## config.mk

```make
export PLATFORM = sky130hd
export DESIGN_NAME = debug_unit
export DESIGN_NICKNAME = d
export VERILOG_FILES = /design/src/dbg_pkg.sv /design/src/dbg_mode_ctrl.sv /design/src/dbg_instr_loader.sv /design/src/dbg_snapshot_sender.sv /design/src/debug_unit.sv
export SDC_FILE = /design/constraint.sdc
export NUM_CORES = 1
export LEC_CHECK = 0
export ABC_AREA = 1
export ABC_CLOCK_PERIOD_IN_PS = 13190
export BUFFER_PORTS_ARGS = -buffer_cell sky130_fd_sc_hd__buf_2
export CAP_MARGIN = 20
export CORE_ASPECT_RATIO = 1.25
export CORE_MARGIN = 2
export CORE_UTILIZATION = 45
export CTS_CLUSTER_SIZE = 10
export DETAILED_ROUTE_END_ITERATION = 10
export PLACE_DENSITY = 0.68
export SETUP_SLACK_MARGIN = 0.02
export SLEW_MARGIN = 20
export SYNTH_ARGS = -nofsm -noshare
export SYNTH_HDL_FRONTEND = slang
export SYNTH_SLANG_ARGS = --single-unit
```

## constraint.sdc

```tcl
create_clock -name clk -period 13.19 [get_ports clk]
set_clock_uncertainty 0.15 [all_clocks]
set_input_delay 1.9785 -clock clk [delete_from_list [all_inputs] [get_ports clk]]
set_output_delay 1.9785 -clock clk [all_outputs]
set_load 0.005 [all_outputs]
```

## src/dbg_pkg.sv

```systemverilog
package dbg_pkg;

    // UART and instruction word geometry
    localparam int BYTE_W       = 8;
    localparam int WORD_W       = 32;
    localparam int INSTR_BYTES  = 4;                    // MSB first on the wire
    localparam logic [WORD_W-1:0] INSTR_STRIDE = 32'd4;
    localparam logic [WORD_W-1:0] HALT_WORD    = '1;    // Last word of a program

    // Pipeline segment widths in dump order
    localparam int ID_EX_W  = 144;
    localparam int EX_MEM_W = 32;
    localparam int MEM_WB_W = 48;
    localparam int WB_ID_W  = 40;
    localparam int CTRL_W   = 24;

    localparam int SNAP_BYTES = (ID_EX_W + EX_MEM_W + MEM_WB_W + WB_ID_W + CTRL_W) / BYTE_W;

    // Single-byte commands
    localparam logic [BYTE_W-1:0] CMD_LOAD  = 8'h01;
    localparam logic [BYTE_W-1:0] CMD_DEBUG = 8'h02;
    localparam logic [BYTE_W-1:0] CMD_RUN   = 8'h04;
    localparam logic [BYTE_W-1:0] CMD_STEP  = 8'h08;
    localparam logic [BYTE_W-1:0] CMD_END   = 8'h10;

    typedef struct packed {
        logic [BYTE_W-1:0] data;
        logic              done;                        // Byte valid this cycle
    } rx_byte_t;

    typedef struct packed {
        logic              valid;
        logic [WORD_W-1:0] addr;
        logic [WORD_W-1:0] instr;
    } instr_write_t;

    // First field sits at the top, so a left shift walks it in dump order
    typedef struct packed {
        logic [ID_EX_W-1:0]  id_ex;
        logic [EX_MEM_W-1:0] ex_mem;
        logic [MEM_WB_W-1:0] mem_wb;
        logic [WB_ID_W-1:0]  wb_id;
        logic [CTRL_W-1:0]   ctrl;                      // ID/EX control bits
    } pipe_snapshot_t;

endpackage

```

## src/dbg_mode_ctrl.sv

```systemverilog
`timescale 1ns/1ps

module dbg_mode_ctrl
    import dbg_pkg::*;
(
    input  logic     clk,
    input  logic     i_rst_n,
    input  rx_byte_t i_rx,
    input  logic     i_end,
    input  logic     i_halt_seen,
    input  logic     i_dump_done,
    output logic     o_load_active,
    output logic     o_dump_start,
    output logic     o_step,
    output logic     o_start
);

    typedef enum logic [2:0] {
        S_IDLE,
        S_LOAD,
        S_DEBUG,
        S_RUN,
        S_DUMP
    } mode_t;

    mode_t state;
    logic  back_to_debug;                               // Where a dump returns to

    always_ff @(posedge clk) begin
        if (!i_rst_n) begin
            state         <= S_IDLE;
            back_to_debug <= 1'b0;
            o_load_active <= 1'b0;
            o_dump_start  <= 1'b0;
            o_step        <= 1'b0;
            o_start       <= 1'b0;
        end else begin
            o_dump_start <= 1'b0;                       // Single-cycle pulse
            case (state)
                S_IDLE: begin
                    if (i_rx.done) begin
                        case (i_rx.data)
                            CMD_LOAD: begin
                                state         <= S_LOAD;
                                o_load_active <= 1'b1;
                            end
                            CMD_DEBUG: begin
                                state   <= S_DEBUG;
                                o_start <= 1'b1;
                            end
                            CMD_RUN: begin
                                state   <= S_RUN;
                                o_start <= 1'b1;
                                o_step  <= 1'b1;        // Held for the whole run
                            end
                            default: begin
                                state <= S_IDLE;        // Other bytes are ignored
                            end
                        endcase
                    end
                end

                S_LOAD: begin
                    // Loader owns the RX bytes until the halt word is written
                    if (i_halt_seen) begin
                        state         <= S_IDLE;
                        o_load_active <= 1'b0;
                    end
                end

                S_DEBUG: begin
                    if (i_rx.done) begin
                        case (i_rx.data)
                            CMD_STEP: begin
                                o_step        <= 1'b1;
                                o_dump_start  <= 1'b1;
                                back_to_debug <= 1'b1;
                                state         <= S_DUMP;
                            end
                            CMD_END: begin
                                o_dump_start  <= 1'b1;
                                back_to_debug <= 1'b0;
                                state         <= S_DUMP;
                            end
                            default: begin
                                state <= S_DEBUG;
                            end
                        endcase
                    end
                end

                S_RUN: begin
                    if (i_end) begin
                        o_step        <= 1'b0;
                        o_dump_start  <= 1'b1;
                        back_to_debug <= 1'b0;
                        state         <= S_DUMP;
                    end
                end

                S_DUMP: begin
                    o_step <= 1'b0;                     // Ends the step pulse
                    if (i_dump_done) begin
                        if (back_to_debug) begin
                            state <= S_DEBUG;
                        end else begin
                            state   <= S_IDLE;
                            o_start <= 1'b0;
                        end
                    end
                end

                default: begin
                    state <= S_IDLE;
                end
            endcase
        end
    end

endmodule

```

## src/dbg_instr_loader.sv

```systemverilog
`timescale 1ns/1ps

module dbg_instr_loader
    import dbg_pkg::*;
(
    input  logic         clk,
    input  logic         i_rst_n,
    input  rx_byte_t     i_rx,
    input  logic         i_load_active,
    output instr_write_t o_instr_wr,
    output logic         o_halt_seen
);

    logic [$clog2(INSTR_BYTES)-1:0] byte_cnt;
    logic [WORD_W-BYTE_W-1:0]       partial;            // Upper bytes received so far
    logic [WORD_W-1:0]              addr;
    logic [WORD_W-1:0]              word_next;
    logic                           take_byte;
    logic                           last_byte;
    logic                           wr_valid;
    logic [WORD_W-1:0]              wr_addr;
    logic [WORD_W-1:0]              wr_instr;

    assign word_next = {partial, i_rx.data};
    assign take_byte = i_load_active && i_rx.done;
    assign last_byte = take_byte &&
                       (byte_cnt == ($clog2(INSTR_BYTES))'(INSTR_BYTES - 1));

    always_ff @(posedge clk) begin
        if (!i_rst_n) begin
            byte_cnt    <= '0;
            addr        <= '0;
            wr_valid    <= 1'b0;
            o_halt_seen <= 1'b0;
        end else begin
            wr_valid    <= 1'b0;
            o_halt_seen <= 1'b0;
            if (!i_load_active) begin
                byte_cnt <= '0;                         // Next load starts at address 0
                addr     <= '0;
            end else if (take_byte) begin
                byte_cnt <= byte_cnt + 1'b1;            // Wraps after the fourth byte
                if (last_byte) begin
                    wr_valid    <= 1'b1;
                    o_halt_seen <= (word_next == HALT_WORD);
                    addr        <= addr + INSTR_STRIDE;
                end
            end
        end
    end

    always_ff @(posedge clk) begin
        if (take_byte) begin
            partial <= word_next[WORD_W-BYTE_W-1:0];
        end
        if (last_byte) begin
            wr_addr  <= addr;
            wr_instr <= word_next;
        end
    end

    assign o_instr_wr = '{valid: wr_valid, addr: wr_addr, instr: wr_instr};

endmodule

```

## src/dbg_snapshot_sender.sv

```systemverilog
`timescale 1ns/1ps

module dbg_snapshot_sender
    import dbg_pkg::*;
(
    input  logic              clk,
    input  logic              i_rst_n,
    input  logic              i_dump_start,
    input  pipe_snapshot_t    i_snapshot,
    input  logic              i_tx_done,
    output logic              o_tx_start,
    output logic [BYTE_W-1:0] o_tx_data,
    output logic              o_dump_done
);

    pipe_snapshot_t                   snap_q;           // Shifts up one byte per send
    logic [$clog2(SNAP_BYTES+1)-1:0]  sent;             // Bytes started so far
    logic                             busy;
    logic                             all_sent;

    assign all_sent = (sent == ($clog2(SNAP_BYTES+1))'(SNAP_BYTES));

    always_ff @(posedge clk) begin
        if (!i_rst_n) begin
            sent        <= '0;
            busy        <= 1'b0;
            o_tx_start  <= 1'b0;
            o_dump_done <= 1'b0;
        end else begin
            o_tx_start  <= 1'b0;
            o_dump_done <= 1'b0;
            if (i_dump_start) begin
                busy       <= 1'b1;
                sent       <= ($clog2(SNAP_BYTES+1))'(1);
                o_tx_start <= 1'b1;                     // First byte right after the latch
            end else if (busy && i_tx_done) begin
                if (all_sent) begin
                    busy        <= 1'b0;
                    o_dump_done <= 1'b1;
                end else begin
                    sent       <= sent + 1'b1;
                    o_tx_start <= 1'b1;
                end
            end
        end
    end

    // Snapshot payload
    always_ff @(posedge clk) begin
        if (i_dump_start) begin
            snap_q <= i_snapshot;
        end else if (busy && i_tx_done && !all_sent) begin
            snap_q <= snap_q << BYTE_W;
        end
    end

    // Top byte is stable from each start pulse until its tx done
    assign o_tx_data = snap_q[SNAP_BYTES*BYTE_W-1 -: BYTE_W];

endmodule

```

## src/debug_unit.sv

```systemverilog
`timescale 1ns/1ps

module debug_unit
    import dbg_pkg::*;
(
    input  logic              clk,
    input  logic              i_rst_n,
    input  logic [BYTE_W-1:0] i_rx_data,
    input  logic              i_rx_done,
    input  logic              i_tx_done,
    input  logic              i_end,
    input  pipe_snapshot_t    i_snapshot,
    output logic              o_tx_start,
    output logic [BYTE_W-1:0] o_tx_data,
    output instr_write_t      o_instr_wr,
    output logic              o_step,
    output logic              o_start
);

    rx_byte_t rx;
    logic     load_active;
    logic     halt_seen;
    logic     dump_start;
    logic     dump_done;

    assign rx = '{data: i_rx_data, done: i_rx_done};

    dbg_mode_ctrl mode_ctrl_i (
        .clk           (clk),
        .i_rst_n       (i_rst_n),
        .i_rx          (rx),
        .i_end         (i_end),
        .i_halt_seen   (halt_seen),
        .i_dump_done   (dump_done),
        .o_load_active (load_active),
        .o_dump_start  (dump_start),
        .o_step        (o_step),
        .o_start       (o_start)
    );

    dbg_instr_loader instr_loader_i (
        .clk           (clk),
        .i_rst_n       (i_rst_n),
        .i_rx          (rx),
        .i_load_active (load_active),
        .o_instr_wr    (o_instr_wr),
        .o_halt_seen   (halt_seen)
    );

    dbg_snapshot_sender snapshot_sender_i (
        .clk          (clk),
        .i_rst_n      (i_rst_n),
        .i_dump_start (dump_start),
        .i_snapshot   (i_snapshot),
        .i_tx_done    (i_tx_done),
        .o_tx_start   (o_tx_start),
        .o_tx_data    (o_tx_data),
        .o_dump_done  (dump_done)
    );

endmodule

```

==> results.json <==
{
  "cp-end-kind": "flop",
  "fin_crit_ns": 5.031,
  "synth-edff-count": 374,
  "netlist-cell-type-count": 33,
  "synthCells": 1743,
  "cts_buffer_depth": 3,
  "layout.nets": 2401,
  "worst_setup_path_start_kind": "input pin",
  "pin_count": 377,
  "routed_wl_um": 39690,
  "fp.dieH_um": 225.0,
  "antenna_found_initial": 0,
  "grt_pass1_vias": 12680,
  "grt_use_total_pct": 18.99,
  "clk-insertion-delay-late_ns": 0.56,
  "drv_cap": 0,
  "slew_headroom_pct": 24.33,
  "drt_first_pass_iters": 5,
  "min_path_type": "flop to flop",
  "worst_ep_required_time_ns": 13.22,
  "min_period_over_period_pct": 38.14,
  "areaGrowthSynthToFinish_pct": 20.20,
  "setup_violations": 0,
  "cts_sinks": 425,
  "synth_flop_cell": "edfxtp_1",
  "syn_area_um2": 17590,
  "grt_remaining_overflow": 0,
  "synth_seq_area_share_pct": 69.67,
  "die_w_um": 180.8,
  "max_clock_freq_mhz": 198.8,
  "wl_met3_um": 2799,
  "hpwl_um": 27100,
  "crit_type": "input pin to flop",
  "p_per_area_nw_per_um2": 126.7,
  "path_max_fanout": 85,
  "core-area_um2": 38340,
  "grt_pass1_wl_um": 62020,
  "wl_met1_um": 15670,
  "ys_warn_count": 0,
  "grt_max_degree": 234,
  "rsz0062_at_grt": "false",
  "vdd_ir_drop_max_v": 0.00009645,
  "area.sequential_um2": 12260,
  "drt-initial-drc-count": 1041,
  "avgSynthCellArea_um2": 10.09,
  "cts-root-buf": "clkbuf_16",
  "worstMarginPinSlew_ns": 1.135,
  "tns_ns": 0,
  "ys_seq_elements": 425,
  "async_reset_ff_share_pct": 0,
  "arrival_ns": 5.06,
  "initial_core_util_pct": 45.87,
  "ant_nets": 0,
  "postCtsHoldBufs": 0,
  "die_area_um2": 40690,
  "viasPerCell": 4.924,
  "tritoncts": "built",
  "diodes": 0,
  "outcome": "finished clean",
  "wl_per_cell_um": 15.20,
  "postCtsSetupRepairBufs": 0,
  "vias": 12862,
  "cts_buffers": 48,
  "route.met2.wl_um": 20340,
  "multi_input_area_um2": 4738,
  "htree_levels": 2,
  "place_congestion": 0.8338,
  "drive_gt1_share_pct": 21.37,
  "top_layer_used": "met4",
  "maxSlewViolCount": 0,
  "rows": 80,
  "p_leak_nw": 9.171,
  "clk_pin_slew_ns": 0.05,
  "cts_resized": 0,
  "fillers": 3425,
  "drt_drc_violations_left": 0,
  "hold_viol": 0,
  "hold_slack_ns": 0.2865,
  "port_buffers": 374
}
-- final cells by class --
type | instances | share of cell area [%]
Multi-Input combinational cell | 1172 | 22.42
Timing Repair Buffer | 380 | 9.127
Clock inverter | 3 | 0.2131
Sequential cell | 425 | 57.98
Clock buffer | 71 | 6.091
Tap cell | 492 | 2.912
Inverter | 69 | 1.261
-- routing by layer --
layer  vias up  global-route usage (%)
li1       6339                       -
met4         0                   5.515
met1      5982                   23.32
met2       481                   34.20
met5         -                       0
met3        60                   3.394
-- worst paths after layout --
path	cells past startpoint	from	to	slack, ns
setup / recovery	7	i_tx_done	snapshot_sender_i.snap_q[169]	8.16
hold reg to reg	0	instr_loader_i.addr[31]	instr_loader_i.wr_addr[31]	0.29
hold / removal	0	instr_loader_i.addr[31]	instr_loader_i.wr_addr[31]	0.29
setup reg to reg	4	mode_ctrl_i.o_dump_start	snapshot_sender_i.snap_q[169]	8.78
-- critical path, stage by stage --
cell and delay, ns:
buf_2 0.09, nand2_1 0.05, inv_1 0.07, nand2_1 0.25
nand2_4 0.76, buf_4 0.94, buf_4 0.76
-- cells in the mapped netlist (4+ instances only) --
library cell | n | area share [%]
a21oi_1 | 27 | 0.77
buf_2 | 11 | 0.31
buf_4 | 11 | 0.47
clkbuf_1 | 54 | 1.2
dfxtp_1 | 51 | 5.8
edfxtp_1 | 374 | 64
ha_1 | 4 | 0.28
inv_1 | 67 | 1.4
nand2_1 | 955 | 20
nand2_2 | 5 | 0.18
nand3_1 | 35 | 1.0
nand4_1 | 12 | 0.43
nor2_1 | 76 | 1.6
nor2_2 | 4 | 0.14
nor2_4 | 5 | 0.32
nor3_1 | 13 | 0.37
o21ai_0 | 16 | 0.46
-- kinds of logic after synthesis --
logic type / synth area share [%]
AO/OA/AOI/OAI: 1.494
adder cells (fa/ha/maj): 0.2846
XOR/XNOR: 0.2491
AND/OR/NAND/NOR: 24.83
buffers and inverters: 3.451
other: 0.02132
flip-flops: 69.67
-- cells in the final DEF (no fill, tap or decap) --
master	instances
nand2_1	954
buf_2	374
edfxtp_1	374
nor2_1	76
inv_1	66
dfxtp_1	50
clkbuf_16	48
nand3_1	35
a21oi_1	27
clkbuf_1	23
o21ai_0	16
nor3_1	13
nand4_1	12
nor2_4	5
nand2_2	5
buf_4	5
nor2_2	4
ha_1	4
xor2_1	3
nand2_4	2
xnor2_1	2
nor3b_1	2
a211oi_1	2
o21a_1	2
conb_1	2
clkinv_1	1
nor2_8	1
nand3_2	1
o21bai_1	1
o211a_1	1
or2_2	1
nor4_1	1
inv_2	1
inv_8	1
clkinv_8	1
inv_6	1
inv_16	1
dfxtp_4	1
buf_12	1
-- power breakdown --
| group | internal (mW) | switching, mW | leakage [nW] |
|---|---|---|---|
| combinational | 0.0342 | 0.0297 | 4.69 |
| sequential | 1.45 | 0.000772 | 3.85 |
| clock | 0.669 | 0.496 | 0.640 |
-- state kept, by name, indices dropped and copies added, names as in the netlist --
name,count
instr_loader_i.addr,30
instr_loader_i.partial,24
snapshot_sender_i.o_tx_data,8
instr_loader_i.byte_cnt,2
mode_ctrl_i.state,3
mode_ctrl_i.o_step,1
mode_ctrl_i.o_start,1
instr_loader_i.wr_addr,30
mode_ctrl_i.back_to_debug,1
instr_loader_i.wr_valid,1
snapshot_sender_i.snap_q,280
mode_ctrl_i.o_dump_start,1
mode_ctrl_i.o_load_active,1
snapshot_sender_i.sent,6
snapshot_sender_i.busy,1
instr_loader_i.wr_instr,32
instr_loader_i.o_halt_seen,1
snapshot_sender_i.o_tx_start,1
snapshot_sender_i.o_dump_done,1
-- stage by stage --
| stage | setup WS [ns] | cell area (um^2) | total power, mW | utilization, % | std cells |
|---|---|---|---|---|---|
| 2_1_floorplan | 3.577 | 17590 | 1.486 | - | 1744 |
| 3_3_place_gp | 7.706 | 19810 | 1.540 | 51.66 | 2538 |
| 3_5_place_dp | 7.600 | 19810 | 1.539 | 51.66 | 2538 |
| 4_1_cts | 8.186 | 21140 | 2.705 | 55.14 | 2612 |
| 5_1_grt | 7.943 | 21140 | 2.758 | 55.14 | 2612 |
| 6_report | 8.159 | 21140 | 2.677 | 55.14 | 2612 |
Note: power is estimated with default switching activity, not from simulation.
